==> config.mk <==
export PLATFORM = sky130hd
export DESIGN_NAME = io_subsys
export DESIGN_NICKNAME = d
export VERILOG_FILES = /design/src/design/io_pkg.sv /design/src/design/io_bus_ctrl.sv /design/src/design/uart_fifo.sv /design/src/design/spi_lcd.sv /design/src/design/io_subsys.sv
export SDC_FILE = /design/constraint.sdc
export NUM_CORES = 1
export LEC_CHECK = 0
export ABC_CLOCK_PERIOD_IN_PS = 2400
export BUFFER_PORTS_ARGS = -buffer_cell sky130_fd_sc_hd__buf_2
export CAP_MARGIN = 30
export CORE_MARGIN = 1
export CORE_UTILIZATION = 55
export CTS_CLUSTER_DIAMETER = 200
export DETAILED_ROUTE_END_ITERATION = 6
export MAX_ROUTING_LAYER = met4
export PLACE_DENSITY = 0.77
export SLEW_MARGIN = 20
export SYNTH_ARGS = -nofsm -noshare
export SYNTH_HDL_FRONTEND = slang
export SYNTH_SLANG_ARGS = --single-unit
==> constraint.sdc <==
create_clock -name clk -period 2.4 [get_ports clk]
set_input_delay 0.48 -clock clk [delete_from_list [all_inputs] [get_ports clk]]
set_output_delay 0.48 -clock clk [all_outputs]
set_load 0.1 [all_outputs]
==> src/design/io_pkg.sv <==
`default_nettype none

package io_pkg;

  typedef logic [31:0] io_addr_t;
  typedef logic [31:0] io_data_t;
  typedef logic [3:0]  io_sel_t;     // address bits 31:28
  typedef logic [7:0]  uart_byte_t;
  typedef logic [9:0]  lcd_word_t;   // {deselect, dc, byte}

  localparam io_sel_t SEL_PORT = 4'd0;
  localparam io_sel_t SEL_UART = 4'd1;
  localparam io_sel_t SEL_LCD  = 4'd2;

  // status word bit positions
  localparam int ST_TX_FULL  = 0;
  localparam int ST_RX_EMPTY = 1;
  localparam int ST_LCD_FULL = 2;
  localparam int ST_LCD_DONE = 3;

  typedef enum logic [1:0] {BUS_IDLE, BUS_WAIT_ACK, BUS_READY} bus_state_t;

  typedef enum logic {TX_IDLE, TX_SEND} uart_tx_state_t;

  typedef enum logic [1:0] {RX_IDLE, RX_START, RX_DATA, RX_STOP} uart_rx_state_t;

  typedef enum logic [1:0] {LCD_IDLE, LCD_SHIFT, LCD_GAP} lcd_state_t;

endpackage

`default_nettype wire

==> src/design/io_bus_ctrl.sv <==
`timescale 1ns/1ps
`default_nettype none

module io_bus_ctrl (
  input  wire                     clk,
  input  wire                     rst_n,
  input  wire io_pkg::io_addr_t   io_address,
  input  wire                     io_req,
  input  wire                     io_nwr,
  input  wire io_pkg::io_data_t   io_wdata,
  input  wire                     uart_ack,
  input  wire io_pkg::uart_byte_t uart_rdata,
  input  wire                     uart_tx_full,
  input  wire                     uart_rx_empty,
  input  wire                     lcd_ack,
  input  wire                     lcd_full,
  input  wire                     lcd_done,
  output io_pkg::io_data_t        io_rdata,
  output logic                    io_ready,
  output logic                    led,
  output logic                    uart_req,
  output logic                    lcd_req
);
  import io_pkg::*;

  bus_state_t state;
  io_sel_t    sel;
  logic       uart_sel;
  logic       lcd_wr;
  logic       port_wr;
  logic       settle;   // one decode cycle before a local target completes
  logic       done;
  io_data_t   status_word;

  assign sel      = io_address[31:28];
  assign uart_sel = sel == SEL_UART;
  assign lcd_wr   = sel == SEL_LCD && !io_nwr;   // lcd link is write only
  assign port_wr  = sel == SEL_PORT && !io_nwr;

  // no request raised means the access finishes here
  assign done = !settle && (uart_req ? uart_ack : (lcd_req ? lcd_ack : 1'b1));

  always_comb begin
    status_word = '0;
    status_word[ST_TX_FULL]  = uart_tx_full;
    status_word[ST_RX_EMPTY] = uart_rx_empty;
    status_word[ST_LCD_FULL] = lcd_full;
    status_word[ST_LCD_DONE] = lcd_done;
  end

  always_ff @(posedge clk) begin
    if (!rst_n) begin
      state    <= BUS_IDLE;
      io_ready <= 1'b0;
      uart_req <= 1'b0;
      lcd_req  <= 1'b0;
      settle   <= 1'b0;
      led      <= 1'b1;
    end else begin
      case (state)
        BUS_IDLE: begin
          if (io_req) begin
            uart_req <= uart_sel;
            lcd_req  <= lcd_wr;
            settle   <= 1'b1;
            state    <= BUS_WAIT_ACK;
          end
        end
        BUS_WAIT_ACK: begin
          settle <= 1'b0;
          if (done) begin
            uart_req <= 1'b0;   // peripheral drops ack in turn
            lcd_req  <= 1'b0;
            io_ready <= 1'b1;
            if (port_wr)
              led <= io_wdata[0];
            state <= BUS_READY;
          end
        end
        BUS_READY: begin
          if (!io_req) begin
            io_ready <= 1'b0;
            state    <= BUS_IDLE;
          end
        end
        default: state <= BUS_IDLE;
      endcase
    end
  end

  // captured together with the rise of io_ready
  always_ff @(posedge clk) begin
    if (state == BUS_WAIT_ACK && done)
      io_rdata <= (uart_sel && io_nwr) ? {24'h0, uart_rdata} : status_word;
  end

endmodule

`default_nettype wire

==> src/design/uart_fifo.sv <==
`timescale 1ns/1ps
`default_nettype none

module uart_fifo #(
  parameter int unsigned CLK_DIV   = 868,
  parameter int unsigned FIFO_BITS = 4
) (
  input  wire                     clk,
  input  wire                     rst_n,
  input  wire                     req,
  input  wire                     nwr,
  input  wire io_pkg::uart_byte_t data_in,
  input  wire                     rx,
  output logic                    ack,
  output io_pkg::uart_byte_t      data_out,
  output logic                    tx,
  output logic                    tx_full,
  output logic                    rx_empty
);
  import io_pkg::*;

  localparam int unsigned DEPTH = 1 << FIFO_BITS;
  localparam int unsigned CNT_W = $clog2(CLK_DIV + 1);
  localparam logic [CNT_W-1:0] BIT_END  = CNT_W'(CLK_DIV - 1);
  localparam logic [CNT_W-1:0] STOP_END = CNT_W'(CLK_DIV - 2);
  localparam logic [CNT_W-1:0] HALF_END = CNT_W'(CLK_DIV / 2 - 1);

  uart_byte_t         tx_mem [DEPTH];
  uart_byte_t         rx_mem [DEPTH];
  logic [FIFO_BITS:0] tx_wr, tx_rd, rx_wr, rx_rd;
  logic               tx_empty, rx_full;
  logic               tx_push, tx_pop, rx_push, rx_pop;

  uart_tx_state_t   tx_state;
  logic [8:0]       tx_frame;   // data then stop, start already on the line
  logic [3:0]       tx_bit;
  logic [CNT_W-1:0] tx_cnt;

  uart_rx_state_t   rx_state;
  logic             rx_meta, rx_sync;
  uart_byte_t       rx_shift;
  logic [2:0]       rx_bit;
  logic [CNT_W-1:0] rx_cnt;

  assign tx_empty = tx_wr == tx_rd;
  assign tx_full  = (tx_wr[FIFO_BITS] != tx_rd[FIFO_BITS]) &&
                    (tx_wr[FIFO_BITS-1:0] == tx_rd[FIFO_BITS-1:0]);
  assign rx_empty = rx_wr == rx_rd;
  assign rx_full  = (rx_wr[FIFO_BITS] != rx_rd[FIFO_BITS]) &&
                    (rx_wr[FIFO_BITS-1:0] == rx_rd[FIFO_BITS-1:0]);

  assign tx_push = req && !ack && !nwr && !tx_full;   // full fifo holds off the ack
  assign rx_pop  = req && !ack && nwr && !rx_empty;
  assign tx_pop  = tx_state == TX_IDLE && !tx_empty;
  assign rx_push = rx_state == RX_STOP && rx_cnt == BIT_END && rx_sync && !rx_full;

  always_ff @(posedge clk) begin
    if (!rst_n) begin
      ack   <= 1'b0;
      tx_wr <= '0;
      rx_rd <= '0;
    end else begin
      ack <= req && (ack || tx_push || rx_pop);
      if (tx_push)
        tx_wr <= tx_wr + 1'b1;
      if (rx_pop)
        rx_rd <= rx_rd + 1'b1;
    end
  end

  always_ff @(posedge clk) begin
    if (tx_push)
      tx_mem[tx_wr[FIFO_BITS-1:0]] <= data_in;
    if (rx_push)
      rx_mem[rx_wr[FIFO_BITS-1:0]] <= rx_shift;
    if (rx_pop)
      data_out <= rx_mem[rx_rd[FIFO_BITS-1:0]];
  end

  always_ff @(posedge clk) begin
    if (!rst_n) begin
      tx_state <= TX_IDLE;
      tx       <= 1'b1;
      tx_rd    <= '0;
      tx_bit   <= '0;
      tx_cnt   <= '0;
    end else if (tx_state == TX_IDLE) begin
      if (tx_pop) begin
        tx_frame <= {1'b1, tx_mem[tx_rd[FIFO_BITS-1:0]]};
        tx       <= 1'b0;   // start bit
        tx_rd    <= tx_rd + 1'b1;
        tx_bit   <= '0;
        tx_cnt   <= '0;
        tx_state <= TX_SEND;
      end
    end else if (tx_bit == 4'd9 && tx_cnt == STOP_END) begin
      tx_state <= TX_IDLE;   // last stop cycle is spent in idle
    end else if (tx_cnt == BIT_END) begin
      tx_cnt   <= '0;
      tx       <= tx_frame[0];
      tx_frame <= {1'b1, tx_frame[8:1]};
      tx_bit   <= tx_bit + 1'b1;
    end else begin
      tx_cnt <= tx_cnt + 1'b1;
    end
  end

  always_ff @(posedge clk) begin
    if (!rst_n) begin
      rx_meta  <= 1'b1;
      rx_sync  <= 1'b1;
      rx_state <= RX_IDLE;
      rx_wr    <= '0;
      rx_bit   <= '0;
      rx_cnt   <= '0;
    end else begin
      rx_meta <= rx;
      rx_sync <= rx_meta;
      rx_cnt  <= rx_cnt + 1'b1;
      if (rx_push)
        rx_wr <= rx_wr + 1'b1;
      case (rx_state)
        RX_IDLE: begin
          rx_cnt <= '0;
          if (!rx_sync)
            rx_state <= RX_START;
        end
        RX_START: if (rx_cnt == HALF_END) begin
          rx_cnt   <= '0;
          rx_bit   <= '0;
          rx_state <= rx_sync ? RX_IDLE : RX_DATA;   // glitch, not a start bit
        end
        RX_DATA: if (rx_cnt == BIT_END) begin
          rx_cnt   <= '0;
          rx_shift <= {rx_sync, rx_shift[7:1]};   // lsb first
          rx_bit   <= rx_bit + 1'b1;
          if (rx_bit == 3'd7)
            rx_state <= RX_STOP;
        end
        RX_STOP: if (rx_cnt == BIT_END)
          rx_state <= RX_IDLE;
        default: rx_state <= RX_IDLE;
      endcase
    end
  end

endmodule

`default_nettype wire

==> src/design/spi_lcd.sv <==
`timescale 1ns/1ps
`default_nettype none

module spi_lcd #(
  parameter int unsigned FIFO_BITS = 4,
  parameter int unsigned CLK_DIV   = 4
) (
  input  wire                    clk,
  input  wire                    rst_n,
  input  wire                    req,
  input  wire io_pkg::lcd_word_t data_in,
  output logic                   ack,
  output logic                   sck,
  output logic                   mosi,
  output logic                   ncs,
  output logic                   dc,
  output logic                   fifo_full,
  output logic                   done
);
  import io_pkg::*;

  localparam int unsigned DEPTH = 1 << FIFO_BITS;
  localparam int unsigned CNT_W = $clog2(CLK_DIV + 1);
  localparam logic [CNT_W-1:0] HALF_END = CNT_W'(CLK_DIV - 1);

  lcd_word_t          mem [DEPTH];
  lcd_word_t          head;
  logic [FIFO_BITS:0] wr_ptr, rd_ptr;
  logic               empty, push, pop, tick;
  lcd_state_t         state;
  logic [7:0]         shreg;
  logic               desel;
  logic [2:0]         bit_cnt;
  logic [CNT_W-1:0]   div_cnt;

  assign head      = mem[rd_ptr[FIFO_BITS-1:0]];
  assign empty     = wr_ptr == rd_ptr;
  assign fifo_full = (wr_ptr[FIFO_BITS] != rd_ptr[FIFO_BITS]) &&
                     (wr_ptr[FIFO_BITS-1:0] == rd_ptr[FIFO_BITS-1:0]);
  assign push      = req && !ack && !fifo_full;
  assign pop       = state == LCD_IDLE && !empty;
  assign tick      = div_cnt == HALF_END;   // half sck period
  assign done      = empty && state == LCD_IDLE;

  always_ff @(posedge clk) begin
    if (push)
      mem[wr_ptr[FIFO_BITS-1:0]] <= data_in;
  end

  always_ff @(posedge clk) begin
    if (!rst_n) begin
      ack    <= 1'b0;
      wr_ptr <= '0;
    end else begin
      ack <= req && (ack || push);
      if (push)
        wr_ptr <= wr_ptr + 1'b1;
    end
  end

  always_ff @(posedge clk) begin
    if (!rst_n) begin
      state   <= LCD_IDLE;
      sck     <= 1'b0;
      mosi    <= 1'b0;
      ncs     <= 1'b1;
      dc      <= 1'b0;
      rd_ptr  <= '0;
      bit_cnt <= '0;
      div_cnt <= '0;
    end else begin
      div_cnt <= (state == LCD_IDLE || tick) ? '0 : div_cnt + 1'b1;
      case (state)
        LCD_IDLE: if (pop) begin
          shreg   <= head[7:0];
          mosi    <= head[7];   // msb first
          dc      <= head[8];
          desel   <= head[9];
          ncs     <= 1'b0;
          rd_ptr  <= rd_ptr + 1'b1;
          bit_cnt <= '0;
          state   <= LCD_SHIFT;
        end
        LCD_SHIFT: if (tick) begin
          sck <= !sck;
          if (sck) begin
            if (bit_cnt == 3'd7) begin
              state <= LCD_GAP;
            end else begin
              bit_cnt <= bit_cnt + 1'b1;
              shreg   <= {shreg[6:0], 1'b0};
              mosi    <= shreg[6];   // changes on falling sck
            end
          end
        end
        LCD_GAP: if (tick) begin
          if (desel)
            ncs <= 1'b1;
          state <= LCD_IDLE;
        end
        default: state <= LCD_IDLE;
      endcase
    end
  end

endmodule

`default_nettype wire

==> src/design/io_subsys.sv <==
`timescale 1ns/1ps
`default_nettype none

module io_subsys #(
  parameter int unsigned UART_CLK_DIV   = 868,
  parameter int unsigned UART_FIFO_BITS = 4,
  parameter int unsigned LCD_FIFO_BITS  = 4,
  parameter int unsigned LCD_CLK_DIV    = 4
) (
  input  wire                   clk,
  input  wire                   rst_n,
  input  wire io_pkg::io_addr_t io_address,
  input  wire                   io_req,
  input  wire                   io_nwr,
  input  wire io_pkg::io_data_t io_wdata,
  output wire io_pkg::io_data_t io_rdata,
  output wire                   io_ready,
  output wire                   led,
  output wire                   tx,
  input  wire                   rx,
  output wire                   sck,
  output wire                   mosi,
  output wire                   ncs,
  output wire                   dc
);
  import io_pkg::*;

  logic       uart_req, uart_ack, uart_tx_full, uart_rx_empty;
  uart_byte_t uart_rdata;
  logic       lcd_req, lcd_ack, lcd_full, lcd_done;

  io_bus_ctrl ctrl (
    .clk(clk), .rst_n(rst_n), .io_address(io_address), .io_req(io_req),
    .io_nwr(io_nwr), .io_wdata(io_wdata), .uart_ack(uart_ack), .uart_rdata(uart_rdata),
    .uart_tx_full(uart_tx_full), .uart_rx_empty(uart_rx_empty), .lcd_ack(lcd_ack),
    .lcd_full(lcd_full), .lcd_done(lcd_done), .io_rdata(io_rdata), .io_ready(io_ready),
    .led(led), .uart_req(uart_req), .lcd_req(lcd_req)
  );

  uart_fifo #(.CLK_DIV(UART_CLK_DIV), .FIFO_BITS(UART_FIFO_BITS)) ufifo (
    .clk(clk), .rst_n(rst_n), .req(uart_req), .nwr(io_nwr), .data_in(io_wdata[7:0]),
    .rx(rx), .ack(uart_ack), .data_out(uart_rdata), .tx(tx), .tx_full(uart_tx_full),
    .rx_empty(uart_rx_empty)
  );

  spi_lcd #(.FIFO_BITS(LCD_FIFO_BITS), .CLK_DIV(LCD_CLK_DIV)) slcd (
    .clk(clk), .rst_n(rst_n), .req(lcd_req), .data_in(io_wdata[9:0]), .ack(lcd_ack),
    .sck(sck), .mosi(mosi), .ncs(ncs), .dc(dc), .fifo_full(lcd_full), .done(lcd_done)
  );

endmodule

`default_nettype wire

==> results by group, run 1 <==
Detailed routing
  • Initial DRT Pass Iterations: 5
  • Residual DRC: 0
  • Mean routed wirelength per cell: ~22 µm
  • Via count: 11380
  • Initial DRC count: 818
  • DRT Wirelength: about 42000 µm
  • Via/cell ratio: between 5 and 6
  • Post-DRT Antenna Nets: 0

Timing
  • Rel. slew slack: 57.53%
  • Setup ws final: between 0.09 and 0.1 ns
  • RSZ-0062 raised after global routing: no
  • Final Max Slew Viols: 0
  • Max Fclk: about 430 MHz
  • Final period util: a little over nine tenths
  • Final hold vios: 0
  • Tightest Pin Transition: approximately 0.62 ns
  • Crit path time final: 2.303 ns
  • Hold slack: roughly 0.067 ns
  • Final number of setup-violating endpoints: 0
  • Max Clock Skew: 0.01412 ns
  • Setup TNS: 0 ns

Clocking
  • CTS sink cnt: between 500 and 600
  • Reg clk slew, reported paths: approximately 0.06 ns
  • CTS tree: built
  • CTS buffer count: 52
  • Clk buf depth: 3
  • Root Driver: clkbuf_16
  • Clk_lat worst skew: ~0.6 ns
  • Setup bufs post-CTS: 0
  • # H-tree levels: 2

Die
  • # IOs: between 100 and 150
  • Starting Density: 56.28%
  • Die Height: 202.0 µm
  • Core box area: 39100 µm²
  • # rows: 72
  • Die W: 202.0 µm
  • Die area: approximately 40000 µm²

Synthesis
  • Mapped cell area: approximately 22000 µm²
  • Ys async rst share: 0%
  • Area contributors post-synth: edfxtp_1 62%, mux4_2 12%, dfxtp_1 8.4%
  • #FFs+latches synth: ~550
  • Most used DFF post-synth: edfxtp_1
  • Syn Area/Cell: around 17 µm²
  • Leading area contributor after synthesis: edfxtp_1
  • Post-synthesis sequential area ratio: 70.60%
  • Cells after Synth: between 1000 and 1500
  • Yosys synthesis warning count: 0
  • Yosys cell types: 64
  • Post-synth top area share: approximately 62%
  • Number of synthesized flops with an enable pin: roughly 460

Pwr
  • Cell Pwr Density: between 800 and 900 nW/µm²
  • Net Sw Frac: 24.11%
  • Leakage: around 8.3 nW
  • Worst VDD drop: just over 600 µV
  • Psw: 5.147 mW
  • Clk network pwr share: between 30% and 40%
  • Flop pwr share: between 40 and 50%
  • Internal Power: about 16 mW
  • Combinational power share: about an eighth
  • Pwr Total: 21.35 mW

GRT
  • Via count of the first global-routing pass: ~12000
  • First-pass GRT wire length: around 66000 µm
  • Gr usage total: ~22%
  • Met3 Usage GRT: between 3 and 4%
  • Met2 usage in global routing: a little under two fifths
  • Largest net degree at the start of global routing: 34
  • GR Layer Usage met1: a little over a quarter
  • Grt peak-use layer: met2
  • Initial antenna violation count: 0
  • GR Overflow Total: 0

Critical path
  • Arr. time, crit path: 2.62 ns
  • Data required, critical path: approximately 2.7 ns
  • Ordered cell list for the critical path: or4_4 -> or3_4 -> or2_1 -> a21oi_2 -> buf_12
  • Crit-path slowest cell: or4_4
  • Crit end category: flop
  • Crit path max fanout: 8
  • Kind of critical path: flop to flop
  • Startpoint Class: flop
  • Family with the most delay on the worst path: simple AND/OR/NAND/NOR gates
  • Crit path buffers/inverters: 1
  • Largest stage delay, worst path: about 0.55 ns

Status
  • Outcome: finished clean

Final layout
  • Area delta synth->final: 13.31%
  • Layout cell share with drive strength beyond 1: 23.77%
  • Final nets: roughly 1500
  • Post-route cell area: between 20000 and 25000 µm²

Place
  • Placer Congestion: between 0.8 and 0.9
  • Final HPWL DP: about 27000 µm
  • PortBufs: 33
  • Dpl ws: 0.1001 ns
  • Placed Area: about 23000 µm²

Flow run
  • Max_cap viols: 0

Hold path
  • Hold Path Class: primary input to flop
==> routing by layer <==
layer	share of wire [%]	wire length (µm)
met1	40	17110
met2	52	22190
met3	4.9	2095
met4	2.4	1018
met5	0	0
==> layout make-up <==
class	count	area, µm²
repair buffers	125	918.4
diodes	1	2.502
fillers	2658	14160
clock inverters	28	211.5
inverters	29	108.9
well taps	518	648.1
flip-flops and latches	548	15540
multi-input cells	640	6048
clock buffers	69	1456
==> final timing paths <==
path,end,cells after the start,start,slack [ns]
setup / recovery,ufifo.tx_frame[3]$_DFFE_PP_,5,ufifo.tx_cnt[2]$_SDFFE_PN0P_,0.1
hold / removal,ufifo.rx_meta$_SDFF_PN1_,2,rx,0.07
setup reg to reg,ufifo.tx_frame[3]$_DFFE_PP_,5,ufifo.tx_cnt[2]$_SDFFE_PN0P_,0.1
hold reg to reg,ufifo.rx_sync$_SDFF_PN1_,1,ufifo.rx_meta$_SDFF_PN1_,0.41
==> sequential cells by signal, indices dropped and copies added, names as in the netlist, 4 cells and up, named ones only <==
name and count:
ufifo.tx_rd 5, ufifo.rx_shift 8, ufifo.tx_frame 8, ufifo.tx_wr 5, slcd.rd_ptr 5, ufifo.rx_cnt 10
slcd.mem 160, ufifo.tx_bit 4, ufifo.rx_wr 5, slcd.shreg 7, ufifo.tx_mem 128, ufifo.rx_rd 5
ctrl.io_rdata 8, ufifo.rx_mem 128, ufifo.data_out 8, slcd.wr_ptr 5, ufifo.tx_cnt 10
==> repair_timing <==
action,CTS,global route
resized for setup,1,1
hold buffers,0,0
pin swaps,0,1
setup endpoints to repair,1,16
==> cell families after synthesis <==
group           share of synthesized area (%)
other cells                           0.01704
mux                                     13.51
xor+xnor                                1.990
flops                                   70.60
simple gates                            6.852
compound gates                          2.820
buf+inv                                 2.394
fa+ha+maj                               1.820
==> power groups by stage <==
stage | clock network, mW | logic, mW | registers (mW)
final | 7.98 | 2.73 | 10.6
after global routing | 8.47 | 2.93 | 10.7
after CTS | 8.12 | 2.76 | 10.6
after detailed placement | 0 | 2.72 | 10.9
after global placement | 0 | 2.67 | 10.8
after floorplan | 0 | 1.86 | 11.0
==> cells in the mapped netlist, drive strengths merged (28+ instances only) <==
| master | n |
|---|---|
| a21oi | 31 |
| and3 | 34 |
| buf | 42 |
| clkbuf | 40 |
| dfxtp | 92 |
| edfxtp | 456 |
| ha | 32 |
| inv | 28 |
| mux4 | 116 |
| nand2 | 46 |
| nor2 | 87 |
| xnor2 | 30 |
==> through the flow <==
stage / utilization [%] / instances
finish: 63.77 / 1958
detailed placement: 59.48 / 1860
floorplan: - / 1299
global placement: 59.44 / 1858
CTS: 63.75 / 1957
global route: 63.77 / 1957
==> layout by cell type, fill, tap and decap left out, types with 4 or more instances in the layout <==
cell       instances
buf_4             87
conb_1            24
xnor2_1           30
xor2_1            20
clkbuf_16         53
or3_1              6
mux2i_1           27
dfxtp_1           88
nand2b_1           8
inv_1             28
nand4_1           15
buf_12             5
nand3_1           22
mux2_2             8
a21oi_1           29
mux4_2           116
nor3_1            19
ha_1              32
and3_1            34
nor2_1            87
nand2_1           46
dfxtp_2            4
clkbuf_8           7
clkbuf_1           9
a211oi_1          12
nand3b_1           4
and2_1            10
buf_2             33
nor2b_1           20
edfxtp_1         456
a2111oi_0          5
o21ai_0           10
o221a_2            7
clkinv_2           9
nor3b_1            4
clkinv_1          15
Note: power is estimated with default switching activity, not from simulation.
==> run 2: changes to the inputs <==
RECOVER_POWER = 50   (was not set)
SKIP_CTS_REPAIR_TIMING = 1   (was not set)
==> results by group, run 2 (synthesis results as in run 1) <==
Timing
  • Setup ws final: 0.08047 ns (was 0.09688 ns)
  • Final period util: 96.65% (was 95.96%)
  • Max Fclk: 431.1 MHz (was 434.2 MHz)
  • Rel. slew slack: 2.756% (was 57.53%)
  • Setup TNS: 0 ns (unchanged)
  • RSZ-0062 raised after global routing: no (unchanged)
  • Final number of setup-violating endpoints: 0 (unchanged)
  • Max Clock Skew: 0.01293 ns (was 0.01412 ns)
  • Crit path time final: 2.320 ns (was 2.303 ns)
  • Final hold vios: 0 (unchanged)
  • Final Max Slew Viols: 0 (unchanged)
  • Tightest Pin Transition: 1.459 ns (was 0.6211 ns)

Detailed routing
  • Mean routed wirelength per cell: 21.66 µm (about the same)
  • Via count: 11410 (was 11380)
  • Via/cell ratio: 5.826 (was 5.812)
  • Initial DRT Pass Iterations: 6 (was 5)
  • DRT Wirelength: 42400 µm (was 42420 µm)
  • Initial DRC count: 763 (was 818)
  • Residual DRC: 0 (unchanged)
  • Post-DRT Antenna Nets: 0 (unchanged)

Die
  • Die area: 40810 µm² (unchanged)
  • Die W: 202.0 µm (unchanged)
  • Die Height: 202.0 µm (unchanged)
  • Core box area: 39100 µm² (unchanged)
  • # IOs: 108 (unchanged)
  • Starting Density: 56.28% (unchanged)
  • # rows: 72 (unchanged)

GRT
  • First-pass GRT wire length: 66110 µm (was 66120 µm)
  • Via count of the first global-routing pass: 11850 (unchanged)
  • GR Overflow Total: 0 (unchanged)
  • Gr usage total: 22.08% (unchanged)
  • Initial antenna violation count: 0 (unchanged)
  • Largest net degree at the start of global routing: 34 (unchanged)

Place
  • Placer Congestion: 0.8227 (unchanged)
  • PortBufs: 33 (unchanged)
  • Dpl ws: 0.1001 ns (unchanged)
  • Final HPWL DP: 26960 µm (unchanged)
  • Placed Area: 23250 µm² (unchanged)

Status
  • Outcome: finished clean (unchanged)

Final layout
  • Area delta synth->final: 13.11% (was 13.31%)
  • Core Util, Final: 63.66% (was 63.77%)
  • Final nets: 1497 (unchanged)
  • FF/Latch Area: 15540 µm² (unchanged)
  • Layout cell share with drive strength beyond 1: 22.38% (was 23.77%)
  • Most common cell after layout, fill and taps aside: edfxtp_1 (unchanged)
  • Max reg flops: 160 (unchanged)
  • Most frequent cells in the layout: 456 x edfxtp_1, 116 x mux4_2, 88 x dfxtp_1, 87 x nor2_1, 81 x buf_4 (was 456 x edfxtp_1, 116 x mux4_2, 88 x dfxtp_1, 87 x nor2_1, 87 x buf_4)
  • Area of the multi-input gates: 6042 µm² (was 6048 µm²)
  • # fillers: 2674 (was 2658)
  • Post-route cell area: 24890 µm² (was 24930 µm²)

Critical path
  • Crit end category: flop (unchanged)
  • Arr. time, crit path: 2.64 ns (was 2.62 ns)
  • Kind of critical path: flop to flop (unchanged)
  • Crit path max fanout: 8 (unchanged)
  • Data required, critical path: 2.72 ns (about the same)
  • Startpoint Class: flop (unchanged)

Clocking
  • Clk buf depth: 3 (unchanged)
  • Reg clk slew, reported paths: 0.06 ns (about the same)
  • Root Driver: clkbuf_16 (unchanged)
  • # H-tree levels: 2 (unchanged)
  • CTS sink cnt: 548 (unchanged)
  • CTS tree: built (unchanged)
  • Clk_lat worst skew: 0.60 ns (about the same)
  • CTS buffer count: 52 (unchanged)

Hold path
  • Hold Path Class: primary input to flop (unchanged)

Flow run
  • Max_cap viols: 0 (unchanged)

Pwr
  • Leakage: 8.263 nW (was 8.320 nW)
  • Pwr Total: 21.33 mW (was 21.35 mW)
  • Cell Pwr Density: 857.0 nW/µm² (was 856.2 nW/µm²)
  • Worst VDD drop: 619.4 µV (was 618.9 µV)
==> run 2: cell type report <==
| class | count | area share (%) |
|---|---|---|
| Multi-Input combinational cell | 640 | 24.27 |
| Antenna cell | 1 | 0.01005 |
| Timing Repair Buffer | 125 | 3.539 |
| Sequential cell | 548 | 62.43 |
| Tap cell | 518 | 2.604 |
| Clock inverter | 28 | 0.8495 |
| Clock buffer | 69 | 5.851 |
| Inverter | 29 | 0.4373 |
==> run 2: per-layer routing <==
metal / vias to the layer above / global-route usage (%) / wire length (µm)
li1: 5177 / - / -
met1: 5849 / 27.13 / 16960
met2: 309 / 37.58 / 22150
met3: 72 / 3.338 / 2220
met4: 0 / 7.359 / 1073
met5: - / - / 0
==> run 2: path summary, 6_finish.rpt <==
kind / from / endpoint / slack [ns] / cells past startpoint
worst min-delay path: rx / ufifo.rx_meta$_SDFF_PN1_ / 0.07 / 2
worst max register to register: ufifo.tx_cnt[2]$_SDFFE_PN0P_ / ufifo.tx_frame[3]$_DFFE_PP_ / 0.08 / 5
worst max-delay path: ufifo.tx_cnt[2]$_SDFFE_PN0P_ / ufifo.tx_frame[3]$_DFFE_PP_ / 0.08 / 5
worst min register to register: ufifo.rx_meta$_SDFF_PN1_ / ufifo.rx_sync$_SDFF_PN1_ / 0.41 / 1
==> run 2: where the power goes <==
group / leakage (nW) / switching, mW / internal (mW)
Combinational: 2.60 / 1.56 / 1.15
Sequential: 4.84 / 0.188 / 10.5
Clock: 0.825 / 3.40 / 4.57
Total: 8.26 / 5.15 / 16.2
==> run 2: critical path: stages, from the launching register on <==
cell,delay [ns]
dfxtp_1,0.35
or4_4,0.55
or3_4,0.40
or2_1,0.35
a21oi_2,0.24
buf_12,0.16
==> run 2: metrics by stage <==
stage          hold WS, ns  instances
2_1_floorplan       0.3863       1299
3_3_place_gp        0.3942       1858
3_5_place_dp        0.3980       1860
4_1_cts            0.03785       1957
5_1_grt            0.05775       1957
6_report           0.06681       1958
==> run 3: changes to the inputs <==
CORE_MARGIN = 2   (was 1)
MAX_ROUTING_LAYER = not set   (was met4)
==> results by group, run 3 (synthesis results as in run 1) <==
Status
  • Outcome: complete, but fails checks (was finished clean)
  • Failing checks: max-capacitance violations, max-slew violations

Final layout
  • Most frequent cells in the layout: 456 x edfxtp_1, 116 x mux4_2, 88 x dfxtp_1, 87 x nor2_1, 64 x buf_4 (was 456 x edfxtp_1, 116 x mux4_2, 88 x dfxtp_1, 87 x nor2_1, 81 x buf_4)
  • FF/Latch Area: 15540 µm² (unchanged)
  • Area of the multi-input gates: 6033 µm² (was 6042 µm²)
  • Non-Filler Instances: 1957 (was 1958)
  • N_diodes: 0 (was 1)
  • Final nets: 1487 (was 1497)
  • Post-route cell area: 24990 µm² (was 24890 µm²)
  • # fillers: 2765 (was 2674)
  • Most common cell after layout, fill and taps aside: edfxtp_1 (unchanged)
  • Max reg flops: 160 (unchanged)
  • Layout cell share with drive strength beyond 1: 22.56% (was 22.38%)
  • Area delta synth->final: 13.57% (was 13.11%)

Timing
  • Rel. slew slack: -10.62% (was 2.756%)
  • Tightest Pin Transition: 1.659 ns (was 1.459 ns)
  • RSZ-0062 raised after global routing: no (unchanged)
  • Crit path time final: 2.304 ns (was 2.320 ns)
  • Final hold vios: 0 (unchanged)
  • Final number of setup-violating endpoints: 0 (unchanged)
  • Max Fclk: 434.0 MHz (was 431.1 MHz)
  • Max Clock Skew: 0.01566 ns (was 0.01293 ns)
  • Setup ws final: 0.09588 ns (was 0.08047 ns)
  • Final period util: 96.00% (was 96.65%)
  • Final Max Slew Viols: 132 (was 0)

Critical path
  • Startpoint Class: flop (unchanged)
  • Crit path from: ufifo.tx_cnt[2]$_SDFFE_PN0P_ (unchanged)
  • Worst r2r src: ufifo.tx_cnt[2]$_SDFFE_PN0P_ (unchanged)
  • Data required, critical path: 2.72 ns (about the same)
  • Crit path max fanout: 8 (unchanged)
  • R2R cell count: 5 (unchanged)
  • Kind of critical path: flop to flop (unchanged)
  • Arr. time, crit path: 2.63 ns (was 2.64 ns)
  • Crit end category: flop (unchanged)

Detailed routing
  • Via/cell ratio: 5.863 (was 5.826)
  • Post-DRT Antenna Nets: 0 (unchanged)
  • Mean routed wirelength per cell: 22.52 µm (was 21.66 µm)
  • Via count: 11470 (was 11410)
  • Initial DRC count: 1023 (was 763)
  • DRT Wirelength: 44070 µm (was 42400 µm)
  • Residual DRC: 0 (unchanged)
  • Initial DRT Pass Iterations: 5 (was 6)

Place
  • Placed Area: 23180 µm² (was 23250 µm²)
  • Dpl ws: 0.1103 ns (was 0.1001 ns)
  • Placer Congestion: 0.8231 (was 0.8227)
  • PortBufs: 33 (unchanged)
  • Cell total after placement: 1854 (was 1860)
  • Final HPWL DP: 27930 µm (was 26960 µm)

Pwr
  • Cell Pwr Density: 881.9 nW/µm² (was 857.0 nW/µm²)
  • Worst VDD drop: 572.7 µV (was 619.4 µV)
  • Leakage: 8.272 nW (was 8.263 nW)
  • Pwr Total: 22.04 mW (was 21.33 mW)

GRT
  • Gr usage total: 21.77% (was 22.08%)
  • Largest net degree at the start of global routing: 41 (was 34)
  • First-pass GRT wire length: 67880 µm (was 66110 µm)
  • GR Overflow Total: 0 (unchanged)
  • Initial antenna violation count: 0 (unchanged)
  • Via count of the first global-routing pass: 11730 (was 11850)

Hold path
  • Worst hold stages: 2 (unchanged)
  • Hold Crit Start: rx (unchanged)
  • Hold Path Class: primary input to flop (unchanged)

Die
  • Core box area: 39640 µm² (was 39100 µm²)
  • Starting Density: 55.51% (was 56.28%)
  • Die W: 204.0 µm (was 202.0 µm)
  • # IOs: 108 (unchanged)
  • Die Height: 204.0 µm (was 202.0 µm)
  • Die area: 41620 µm² (was 40810 µm²)
  • # rows: 73 (was 72)

Clocking
  • CTS buffer count: 54 (was 52)
  • Clk buf depth: 3 (unchanged)
  • CTS tree: built (unchanged)
  • CTS sink cnt: 548 (unchanged)
  • Root Driver: clkbuf_16 (unchanged)
  • # H-tree levels: 2 (unchanged)
  • Reg clk slew, reported paths: 0.06 ns (about the same)
  • Clk_lat worst skew: 0.60 ns (about the same)

Flow run
  • Max_cap viols: 4 (was 0)
## run 3: final timing paths
| check | to | slack, ns |
|---|---|---|
| max | ufifo.tx_frame[5]$_DFFE_PP_ | 0.1 |
| min | ufifo.rx_meta$_SDFF_PN1_ | 0.09 |
| max reg2reg | ufifo.tx_frame[5]$_DFFE_PP_ | 0.1 |
| min reg2reg | ufifo.rx_sync$_SDFF_PN1_ | 0.41 |
## run 3: final cells by class
type | count | share of cell area, %
inverter | 29 | 0.4356
timing repair buffer | 113 | 3.164
tap | 525 | 2.628
clock inverter | 34 | 1.387
multi-input combinational | 640 | 24.14
sequential | 548 | 62.18
clock buffer | 68 | 6.063
## run 3: through the flow
| step | TNS (ns) | utilization (%) | hold slack (ns) |
|---|---|---|---|
| 4_1_cts | 0 | 63.17 | 0.06786 |
| 2_1_floorplan | -4.014 | - | 0.3863 |
| 3_3_place_gp | 0 | 58.45 | 0.3897 |
| 5_1_grt | 0 | 63.05 | 0.09416 |
| 3_5_place_dp | 0 | 58.47 | 0.3939 |
| 6_report | 0 | 63.05 | 0.08905 |
## run 3: worst max-delay path: stages, from the launching register on
cell and delay, ns:
dfxtp_1 0.35, or4_4 0.54, or3_4 0.39, or2_1 0.35
a21oi_2 0.23, buf_12 0.16
## run 3: power by group
part	internal (mW)	leakage (nW)	switching, mW
Clock	5.13	0.908	3.54
Combinational	1.13	2.52	1.60
Sequential	10.5	4.84	0.185
## run 3: metal layers
metal / up-vias / wire length, µm / track usage (%)
met5: - / 0 / 0
met4: 0 / 1061 / 6.341
met3: 76 / 2917 / 4.783
met2: 348 / 22070 / 36.66
met1: 5884 / 18020 / 28.75
li1: 5165 / - / -
